File: src/logic/stream_source_pkg.sv
/*
  Widths and port count for the stream source. All accesses are word aligned,
  so a beat covers NB_PORTS consecutive words in memory.
*/
package stream_source_pkg;

  // memory side
  localparam int unsigned NB_PORTS   = 2;
  localparam int unsigned WORD_WIDTH = 32;
  localparam int unsigned WORD_BYTES = WORD_WIDTH / 8;
  localparam int unsigned ADDR_WIDTH = 32; // byte address

  // stream side
  localparam int unsigned DATA_WIDTH = NB_PORTS * WORD_WIDTH;

  // transfer size, line length and beat counters
  localparam int unsigned CNT_WIDTH  = 16;

  // address step from one beat to the next inside a line
  localparam int unsigned BEAT_BYTES = NB_PORTS * WORD_BYTES;

  // control FSM
  typedef enum logic [0:0] {
    SRC_IDLE,    // waiting for a start request
    SRC_WORKING  // issuing beats until the last one is granted
  } source_state_e;

endpackage

File: src/logic/source_addr_gen.sv
/*
  2D address walk: lines of line_length beats, line_stride bytes apart.
  trans_size must be at least 1; the configuration is latched at start_i.
*/
`timescale 1ns/100ps

module source_addr_gen (
  input  logic                                 clk_i,
  input  logic                                 rst_ni,
  input  logic                                 clear_i,
  input  logic                                 start_i,
  input  logic                                 enable_i,
  input  logic [stream_source_pkg::ADDR_WIDTH-1:0] base_addr_i,
  input  logic [stream_source_pkg::CNT_WIDTH-1:0]  trans_size_i,
  input  logic [stream_source_pkg::CNT_WIDTH-1:0]  line_length_i,
  input  logic [stream_source_pkg::ADDR_WIDTH-1:0] line_stride_i,
  output logic [stream_source_pkg::ADDR_WIDTH-1:0] addr_o,
  output logic                                 last_beat_o
);

  import stream_source_pkg::*;

  logic [CNT_WIDTH-1:0]  trans_size_q;
  logic [CNT_WIDTH-1:0]  line_length_q;
  logic [ADDR_WIDTH-1:0] line_stride_q;

  logic [CNT_WIDTH-1:0]  beat_cnt_q;   // beats issued so far
  logic [CNT_WIDTH-1:0]  pos_cnt_q;    // position inside the line
  logic [ADDR_WIDTH-1:0] line_base_q;  // address of the current line
  logic [ADDR_WIDTH-1:0] pos_off_q;    // pos_cnt_q * BEAT_BYTES

  logic end_of_line;

  assign end_of_line = (pos_cnt_q == line_length_q - 1'b1);

  always_ff @(posedge clk_i) begin
    if (start_i) begin
      trans_size_q  <= trans_size_i;
      line_length_q <= line_length_i;
      line_stride_q <= line_stride_i;
    end
  end

  always_ff @(posedge clk_i or negedge rst_ni) begin
    if (!rst_ni) begin
      beat_cnt_q  <= '0;
      pos_cnt_q   <= '0;
      line_base_q <= '0;
      pos_off_q   <= '0;
    end else if (start_i) begin
      beat_cnt_q  <= '0;
      pos_cnt_q   <= '0;
      line_base_q <= base_addr_i;
      pos_off_q   <= '0;
    end else if (clear_i) begin
      beat_cnt_q <= '0;
      pos_cnt_q  <= '0;
      pos_off_q  <= '0;
    end else if (enable_i) begin
      beat_cnt_q <= beat_cnt_q + 1'b1;
      if (end_of_line) begin // wrap to next line
        pos_cnt_q   <= '0;
        pos_off_q   <= '0;
        line_base_q <= line_base_q + line_stride_q;
      end else begin
        pos_cnt_q <= pos_cnt_q + 1'b1;
        pos_off_q <= pos_off_q + ADDR_WIDTH'(BEAT_BYTES);
      end
    end
  end

  assign addr_o      = line_base_q + pos_off_q;
  assign last_beat_o = (beat_cnt_q == trans_size_q - 1'b1);

  // the FSM must stop advancing once every beat has been issued
  assert property (@(posedge clk_i) disable iff (!rst_ni || clear_i)
    enable_i |-> beat_cnt_q < trans_size_q);

endmodule

File: src/logic/tcdm_read_bank.sv
/*
  Splits each beat into NB_PORTS word reads and merges the returned words.
  Assumes r_valid exactly one cycle after the grant; one beat in flight at a time.
*/
`timescale 1ns/100ps

module tcdm_read_bank (
  input  logic                                           clk_i,
  input  logic                                           rst_ni,
  input  logic                                           clear_i,
  input  logic                                           beat_req_i,
  input  logic [stream_source_pkg::ADDR_WIDTH-1:0]           beat_addr_i,
  output logic                                           beat_gnt_o,
  output logic                                           idle_o,
  output logic [stream_source_pkg::NB_PORTS-1:0]             tcdm_req_o,
  output logic [stream_source_pkg::NB_PORTS*stream_source_pkg::ADDR_WIDTH-1:0] tcdm_addr_o,
  input  logic [stream_source_pkg::NB_PORTS-1:0]             tcdm_gnt_i,
  input  logic [stream_source_pkg::NB_PORTS-1:0]             tcdm_r_valid_i,
  input  logic [stream_source_pkg::NB_PORTS*stream_source_pkg::WORD_WIDTH-1:0] tcdm_r_data_i,
  output logic                                           stream_valid_o,
  output logic [stream_source_pkg::DATA_WIDTH-1:0]           stream_data_o,
  input  logic                                           stream_ready_i
);

  import stream_source_pkg::*;

  logic [NB_PORTS-1:0] gnt_mask_q;  // port already granted for this beat
  logic [NB_PORTS-1:0] port_hs;     // request and grant this cycle
  logic [NB_PORTS-1:0] port_done;
  logic [NB_PORTS-1:0] pend_q;      // read data due this cycle
  logic [NB_PORTS-1:0] full_q;
  logic                stream_hs;

  assign tcdm_req_o = {NB_PORTS{beat_req_i}} & ~gnt_mask_q;
  assign port_hs    = tcdm_req_o & tcdm_gnt_i;
  assign port_done  = gnt_mask_q | port_hs;
  assign beat_gnt_o = beat_req_i & (&port_done);

  always_ff @(posedge clk_i or negedge rst_ni) begin
    if (!rst_ni) begin
      gnt_mask_q <= '0;
    end else if (clear_i || beat_gnt_o) begin
      gnt_mask_q <= '0;
    end else begin
      gnt_mask_q <= gnt_mask_q | port_hs;
    end
  end

  always_ff @(posedge clk_i or negedge rst_ni) begin
    if (!rst_ni) begin
      pend_q <= '0;
    end else if (clear_i) begin
      pend_q <= '0; // drops reads already granted
    end else begin
      pend_q <= port_hs;
    end
  end

  assign stream_valid_o = &full_q;
  assign stream_hs      = stream_valid_o & stream_ready_i;
  assign idle_o         = ~|(full_q | pend_q);

  for (genvar p = 0; p < NB_PORTS; p++) begin : gen_port
    logic [WORD_WIDTH-1:0] data_q;
    logic                  capture;

    assign tcdm_addr_o[p*ADDR_WIDTH +: ADDR_WIDTH] = beat_addr_i + ADDR_WIDTH'(p*WORD_BYTES);
    assign capture = tcdm_r_valid_i[p] & pend_q[p];

    always_ff @(posedge clk_i or negedge rst_ni) begin
      if (!rst_ni) begin
        full_q[p] <= 1'b0;
      end else if (clear_i) begin
        full_q[p] <= 1'b0;
      end else if (capture) begin
        full_q[p] <= 1'b1;
      end else if (stream_hs) begin
        full_q[p] <= 1'b0; // all ports empty together
      end
    end

    always_ff @(posedge clk_i) begin
      if (capture) begin
        data_q <= tcdm_r_data_i[p*WORD_WIDTH +: WORD_WIDTH];
      end
    end

    assign stream_data_o[p*WORD_WIDTH +: WORD_WIDTH] = data_q;

    // the next beat may only be granted once this word has left
    assert property (@(posedge clk_i) disable iff (!rst_ni || clear_i)
      tcdm_r_valid_i[p] |-> !full_q[p]);
  end

endmodule

File: src/logic/source_ctrl_fsm.sv
/*
  Idle/working control of the source. A beat is started only when the stream is
  ready and the read bank is empty; once started it stays requested until granted.
*/
`timescale 1ns/100ps

module source_ctrl_fsm (
  input  logic clk_i,
  input  logic rst_ni,
  input  logic clear_i,
  input  logic req_start_i,
  output logic ready_start_o,
  output logic done_o,
  input  logic stream_ready_i,
  input  logic bank_idle_i,
  input  logic beat_gnt_i,
  input  logic last_beat_i,
  output logic beat_req_o,
  output logic addr_start_o,
  output logic addr_en_o
);

  import stream_source_pkg::*;

  source_state_e state_q, state_d;

  logic req_pend_q; // beat started, grant still missing
  logic done_d;
  logic working;

  assign working = (state_q == SRC_WORKING);

  always_comb begin
    state_d = state_q;
    done_d  = 1'b0;
    case (state_q)
      SRC_IDLE: begin
        if (req_start_i) begin
          state_d = SRC_WORKING;
        end
      end
      SRC_WORKING: begin
        if (beat_gnt_i && last_beat_i) begin
          state_d = SRC_IDLE;
          done_d  = 1'b1;
        end
      end
      default: state_d = SRC_IDLE;
    endcase
  end

  always_ff @(posedge clk_i or negedge rst_ni) begin
    if (!rst_ni) begin
      state_q    <= SRC_IDLE;
      req_pend_q <= 1'b0;
      done_o     <= 1'b0;
    end else if (clear_i) begin
      state_q    <= SRC_IDLE;
      req_pend_q <= 1'b0;
      done_o     <= 1'b0; // aborted, no done
    end else begin
      state_q    <= state_d;
      req_pend_q <= beat_req_o & ~beat_gnt_i;
      done_o     <= done_d;
    end
  end

  assign ready_start_o = (state_q == SRC_IDLE);
  assign addr_start_o  = ready_start_o & req_start_i & ~clear_i;

  assign beat_req_o = working & ~clear_i & (req_pend_q | (stream_ready_i & bank_idle_i));
  assign addr_en_o  = working & beat_gnt_i;

  assert property (@(posedge clk_i) disable iff (!rst_ni)
    done_o |=> !done_o);

endmodule

File: src/logic/stream_source.sv
/*
  Memory-to-stream source: reads a 2D block over NB_PORTS word ports and emits
  one wide beat per NB_PORTS words, in address order. Reads only, word aligned.
*/
`timescale 1ns/100ps

module stream_source (
  input  logic                                           clk_i,
  input  logic                                           rst_ni,
  input  logic                                           clear_i,
  // control plane
  input  logic                                           req_start_i,
  input  logic [stream_source_pkg::ADDR_WIDTH-1:0]           base_addr_i,
  input  logic [stream_source_pkg::CNT_WIDTH-1:0]            trans_size_i,
  input  logic [stream_source_pkg::CNT_WIDTH-1:0]            line_length_i,
  input  logic [stream_source_pkg::ADDR_WIDTH-1:0]           line_stride_i,
  output logic                                           ready_start_o,
  output logic                                           done_o,
  // memory ports
  output logic [stream_source_pkg::NB_PORTS-1:0]             tcdm_req_o,
  output logic [stream_source_pkg::NB_PORTS*stream_source_pkg::ADDR_WIDTH-1:0] tcdm_addr_o,
  input  logic [stream_source_pkg::NB_PORTS-1:0]             tcdm_gnt_i,
  input  logic [stream_source_pkg::NB_PORTS-1:0]             tcdm_r_valid_i,
  input  logic [stream_source_pkg::NB_PORTS*stream_source_pkg::WORD_WIDTH-1:0] tcdm_r_data_i,
  // output stream
  output logic                                           stream_valid_o,
  output logic [stream_source_pkg::DATA_WIDTH-1:0]           stream_data_o,
  input  logic                                           stream_ready_i
);

  import stream_source_pkg::*;

  logic                  beat_req;
  logic                  beat_gnt;
  logic                  bank_idle;
  logic                  addr_en;
  logic                  addr_clr;  // start of a new walk
  logic [ADDR_WIDTH-1:0] gen_addr;
  logic                  last_beat;

  source_addr_gen i_addr_gen (
    .clk_i         ( clk_i         ),
    .rst_ni        ( rst_ni        ),
    .clear_i       ( clear_i       ),
    .start_i       ( addr_clr      ),
    .enable_i      ( addr_en       ),
    .base_addr_i   ( base_addr_i   ),
    .trans_size_i  ( trans_size_i  ),
    .line_length_i ( line_length_i ),
    .line_stride_i ( line_stride_i ),
    .addr_o        ( gen_addr      ),
    .last_beat_o   ( last_beat     )
  );

  tcdm_read_bank i_read_bank (
    .clk_i          ( clk_i          ),
    .rst_ni         ( rst_ni         ),
    .clear_i        ( clear_i        ),
    .beat_req_i     ( beat_req       ),
    .beat_addr_i    ( gen_addr       ),
    .beat_gnt_o     ( beat_gnt       ),
    .idle_o         ( bank_idle      ),
    .tcdm_req_o     ( tcdm_req_o     ),
    .tcdm_addr_o    ( tcdm_addr_o    ),
    .tcdm_gnt_i     ( tcdm_gnt_i     ),
    .tcdm_r_valid_i ( tcdm_r_valid_i ),
    .tcdm_r_data_i  ( tcdm_r_data_i  ),
    .stream_valid_o ( stream_valid_o ),
    .stream_data_o  ( stream_data_o  ),
    .stream_ready_i ( stream_ready_i )
  );

  source_ctrl_fsm i_ctrl_fsm (
    .clk_i          ( clk_i          ),
    .rst_ni         ( rst_ni         ),
    .clear_i        ( clear_i        ),
    .req_start_i    ( req_start_i    ),
    .ready_start_o  ( ready_start_o  ),
    .done_o         ( done_o         ),
    .stream_ready_i ( stream_ready_i ),
    .bank_idle_i    ( bank_idle      ),
    .beat_gnt_i     ( beat_gnt       ),
    .last_beat_i    ( last_beat      ),
    .beat_req_o     ( beat_req       ),
    .addr_start_o   ( addr_clr       ),
    .addr_en_o      ( addr_en        )
  );

endmodule

File: config.mk
export PLATFORM = sky130hd
export DESIGN_NAME = stream_source
export DESIGN_NICKNAME = d
export VERILOG_FILES = /design/src/logic/stream_source_pkg.sv /design/src/logic/source_addr_gen.sv /design/src/logic/tcdm_read_bank.sv /design/src/logic/source_ctrl_fsm.sv /design/src/logic/stream_source.sv
export SDC_FILE = /design/constraint.sdc
export NUM_CORES = 1
export LEC_CHECK = 0
export ABC_AREA = 1
export BUFFER_PORTS_ARGS = -buffer_cell sky130_fd_sc_hd__buf_2
export CAP_MARGIN = 20
export CORE_ASPECT_RATIO = 0.7
export CORE_MARGIN = 10
export CORE_UTILIZATION = 30
export CTS_BUF_LIST = sky130_fd_sc_hd__clkbuf_4 sky130_fd_sc_hd__clkbuf_8
export CTS_CLUSTER_DIAMETER = 150
export DETAILED_ROUTE_END_ITERATION = 16
export MAX_ROUTING_LAYER = met4
export SETUP_SLACK_MARGIN = 0.2
export SLEW_MARGIN = 15
export SYNTH_ARGS = -nofsm -noshare
export SYNTH_HDL_FRONTEND = slang
export SYNTH_HIERARCHICAL = 1
export SYNTH_SLANG_ARGS = --single-unit
File: constraint.sdc
create_clock -name clk_i -period 3.1 [get_ports clk_i]
set_input_delay 0.62 -clock clk_i [delete_from_list [all_inputs] [get_ports clk_i]]
set_output_delay 0.62 -clock clk_i [all_outputs]
set_load 0.005 [all_outputs]
==> results.cfg <==
[clock_tree]
cts_buffers = 41
cts_root_buf = clkbuf_8
cts_buffer_depth = 3
cts.reportedPaths.clkPinSlew_ns = 0.07
insertion_delay_ns = 0.62
cts_tree = built
cts_sinks = 230
h-tree-depth = 2

[finish]
area_delta_synth_final_pct = 42.9
layout-drive-gt1-share_pct = 35.1
design_area_sq_mm = 0.0217
fin_nets = 2726
ff_latch_area_sq_mm = 0.00641
multi_input_area_sq_mm = 0.00906
fillers = 4925

[timing]
min_period_ns = 3.94
rsz0062_at_grt = yes
tightest_slew_ns = 0.684
max_freq_ghz = 0.254
finalHoldViolations = 0
setup_ws_ns = -0.838
timing.hold.ws_ns = 0.173
drv_slew = 0
maxSlewHeadroom_pct = 54.3
finalSetupViolCount = 49
period_share_pct = 127
finalClockSkew_ns = 0.0520

[logic_synthesis]
synth_area_leader_cell = edfxtp_1
synth.net_count = 2198
synth-edff-count = 128
yosysUniqueCellTypes = 46
async_flop_share_pct = 44.3
netlist_instances = 1963
synth_top_cell_area_share_pct = 25.3
synthFlopType = edfxtp_1
yosys_warnings = 6
synth_seq_area_share_pct = 42.0
avgSynthCellArea_sq_um = 7.75
synth_area_sq_mm = 0.0152
synth_seq_cells = 230
netlist_top_cells_area = edfxtp_1 25%, dfrtp_1 17%, nand2_1 15%

[setup_path]
crit_arrival_ns = 3.32
reg2regPathDepth = 13
crit_buf_inv = 3
cp_common_cell = nand2_1
cp_slowest_stage_delay_ns = 0.41
reg2reg_slack_ns = 0.43
r2r_start = i_addr_gen/line_base_q[12]
worstSetupPathType = reg -> out
cp_cell_sequence = ha_4 > nand2_4 > nand2_4 > o21ai_4 > o21ai_2 > buf_4 > nand4_1 > nand3_2 > buf_6 > xor2_4 > nand2_2 > nor2_2 > nand2_1 > nor2_2 > nand2_1 > nand2_1 > nand2_1 > buf_2
end_kind = output port
crit_family = simple AND/OR/NAND/NOR gates
required_ns = 2.48
slowest_stage = dfrtp_1
r2r-end = i_addr_gen/line_base_q[17]
cp_max_fo = 3
startpoint_type = flip-flop

[hold_path]
hold_path_class = in -> reg
whs_path_depth = 1
hold_end = i_addr_gen/line_stride_q[29]
min_from = line_stride_i[29]

[grt]
track_usage_pct = 17.9
grt_max_degree = 109
antenna_found_initial = 0
grt_pass1_wl_mm = 84.2
grt-ovfl-total = 0
grt_pass1_vias = 15212

[floorplanning]
die_w_um = 289
core.rowCount = 68
die_area_sq_mm = 0.0603
core_sq_mm = 0.0497
fp.dieH_um = 208
ioPinCount = 302
start_util_pct = 30.6

[routing]
first_iter_violations = 1209
drcViolationCount = 0
vias = 15175
wl_per_cell_um = 17.3
via_per_inst = 4.76
firstDrtPassIters = 5
ant_nets = 0
drt_wl_total_mm = 55.1

[pwr]
clkPwrFrac_pct = 22.2
p_switching_w = 0.00543
total_leakage_power_nw = 10.2
ir_drop_mv = 0.390
power.total_w = 0.0139
switching_share_pct = 39.1
power_frac_seq_pct = 27.5
power_density_mw_per_mm2 = 638
share_comb_of_total_power_pct = 50.3
p_int_w = 0.00844

[place]
port_buffers = 301
placement.cell_area_sq_mm = 0.0188
place_congestion = 0.974
dp.final_hpwl_mm = 41.9

[status]
status = complete, but fails checks
violations = negative setup slack

[run]
maxCapViolations = 0
## worst register-to-register path, cell delays in order (launching register included)
cell and delay, ns:
dfrtp_1 0.41, buf_4 0.16, ha_1 0.35, nand2_1 0.13
nor2_1 0.20, inv_1 0.09, nor3_1 0.41, nand4_1 0.31
nand3_1 0.16, nand2_1 0.06, nand3_1 0.10, nand2_1 0.07
nand2_1 0.07, nand2_1 0.05
## final cells by class
| cell class | instances | share of cell area (%) |
|---|---|---|
| clock inverters | 11 | 0.397 |
| flip-flops and latches | 230 | 29.5 |
| clock buffers | 62 | 3.55 |
| repair buffers | 553 | 17.8 |
| multi-input cells | 1477 | 41.7 |
| inverters | 188 | 3.31 |
| well taps | 665 | 3.83 |
| diodes | 1 | 0.0115 |
## worst max path at each step
stage                                          from               to  slack (ns)  depth (start not counted)
after floorplan             i_addr_gen/pos_off_q[4]  tcdm_addr_o[50]        0.20                         14
after global placement     i_addr_gen/pos_off_q[10]  tcdm_addr_o[63]       -0.48                         15
after detailed placement    i_addr_gen/pos_off_q[8]  tcdm_addr_o[60]       -0.34                         14
after CTS                   i_addr_gen/pos_off_q[8]  tcdm_addr_o[63]       -0.73                         18
after global routing      i_addr_gen/line_base_q[4]  tcdm_addr_o[60]        -1.0                         18
final                     i_addr_gen/line_base_q[4]  tcdm_addr_o[60]       -0.84                         18
## power by group through the flow
stage	Clock, W	Sequential, W	Combinational (W)
final	0.00308	0.00381	0.00698
after floorplan	0	0.00372	0.00333
after CTS	0.00323	0.00381	0.00653
after detailed placement	0	0.00381	0.00556
after global routing	0.00336	0.00383	0.00764
after global placement	0	0.00381	0.00553
## layout by cell type, fill, tap and decap left out, types with 34 or more instances in the layout
cell / count
clkbuf_8: 49
xor2_1: 54
dfrtp_1: 93
nand2_1: 544
nor2_1: 158
a21oi_1: 62
o21ai_0: 57
buf_4: 184
inv_1: 173
buf_6: 81
nand3_1: 142
edfxtp_1: 128
buf_2: 279
ha_1: 40
nand2_2: 39
nand4_1: 34
## cell families (layout without fill, tap and decap cells)
logic type	count (synthesis)	after routing	share of synthesized area, %
compound gates	216	216	7.56
xor+xnor	112	112	6.68
fa+ha+maj	66	66	5.48
buf+inv	257	814	7.55
flops	230	230	42.0
other cells	0	1	0
simple gates	1082	1083	30.7
## per-stage QoR
stage	utilization (%)	worst slack [ns]	cells	setup TNS, ns
after detailed placement	37.7	-0.341	3051	-6.37
after floorplan	-	0.202	1963	0
after global routing	43.8	-0.996	3186	-28.70
after CTS	42.4	-0.733	3156	-19.96
final	43.8	-0.838	3187	-21.63
after global placement	37.7	-0.480	3051	-7.50
## registers in the layout, indices dropped and copies added (netlist names), 2 cells and up
register,flops
i_addr_gen/line_stride_q,32
i_addr_gen/beat_cnt_q,16
i_addr_gen/trans_size_q,16
i_addr_gen/line_base_q,32
i_read_bank/gen_port.data_q,64
i_read_bank/full_q,2
i_read_bank/pend_q,2
i_addr_gen/pos_cnt_q,16
i_read_bank/gnt_mask_q,2
i_addr_gen/pos_off_q,29
i_addr_gen/line_length_q,16
## cells in the mapped netlist, types with 34 or more instances
cell and count:
buf_4 38, dfrtp_1 102, nand4_1 34, ha_1 65
xnor2_1 42, edfxtp_1 128, nor3_1 35, xor2_1 67
a21oi_1 88, nand2_1 595, nor2_1 201, o21ai_0 79
inv_1 181, nand3_1 153
## routing by layer
metal | share of wire (%) | wire length (um) | GRT usage [%] | up-vias
met5 | 0 | 0 | - | -
met1 | 47 | 25700 | 24.3 | 7105
met3 | 8.2 | 4510 | 4.71 | 70
met4 | 2.1 | 1160 | 4.80 | 0
met2 | 43 | 23700 | 26.0 | 516
li1 | - | - | - | 7484
## what timing repair did
item | 4_1_cts | 5_1_grt
hold buffers | 1 | 0
gates resized for setup | 250 | 114
setup buffers | 30 | 28
gates cloned | 1 | 1
pin swaps | 69 | 57
endpoints found under the hold margin | 10 | 0
endpoints found under the setup margin | 77 | 124
No activity file was read; power rests on OpenSTA's default activity.
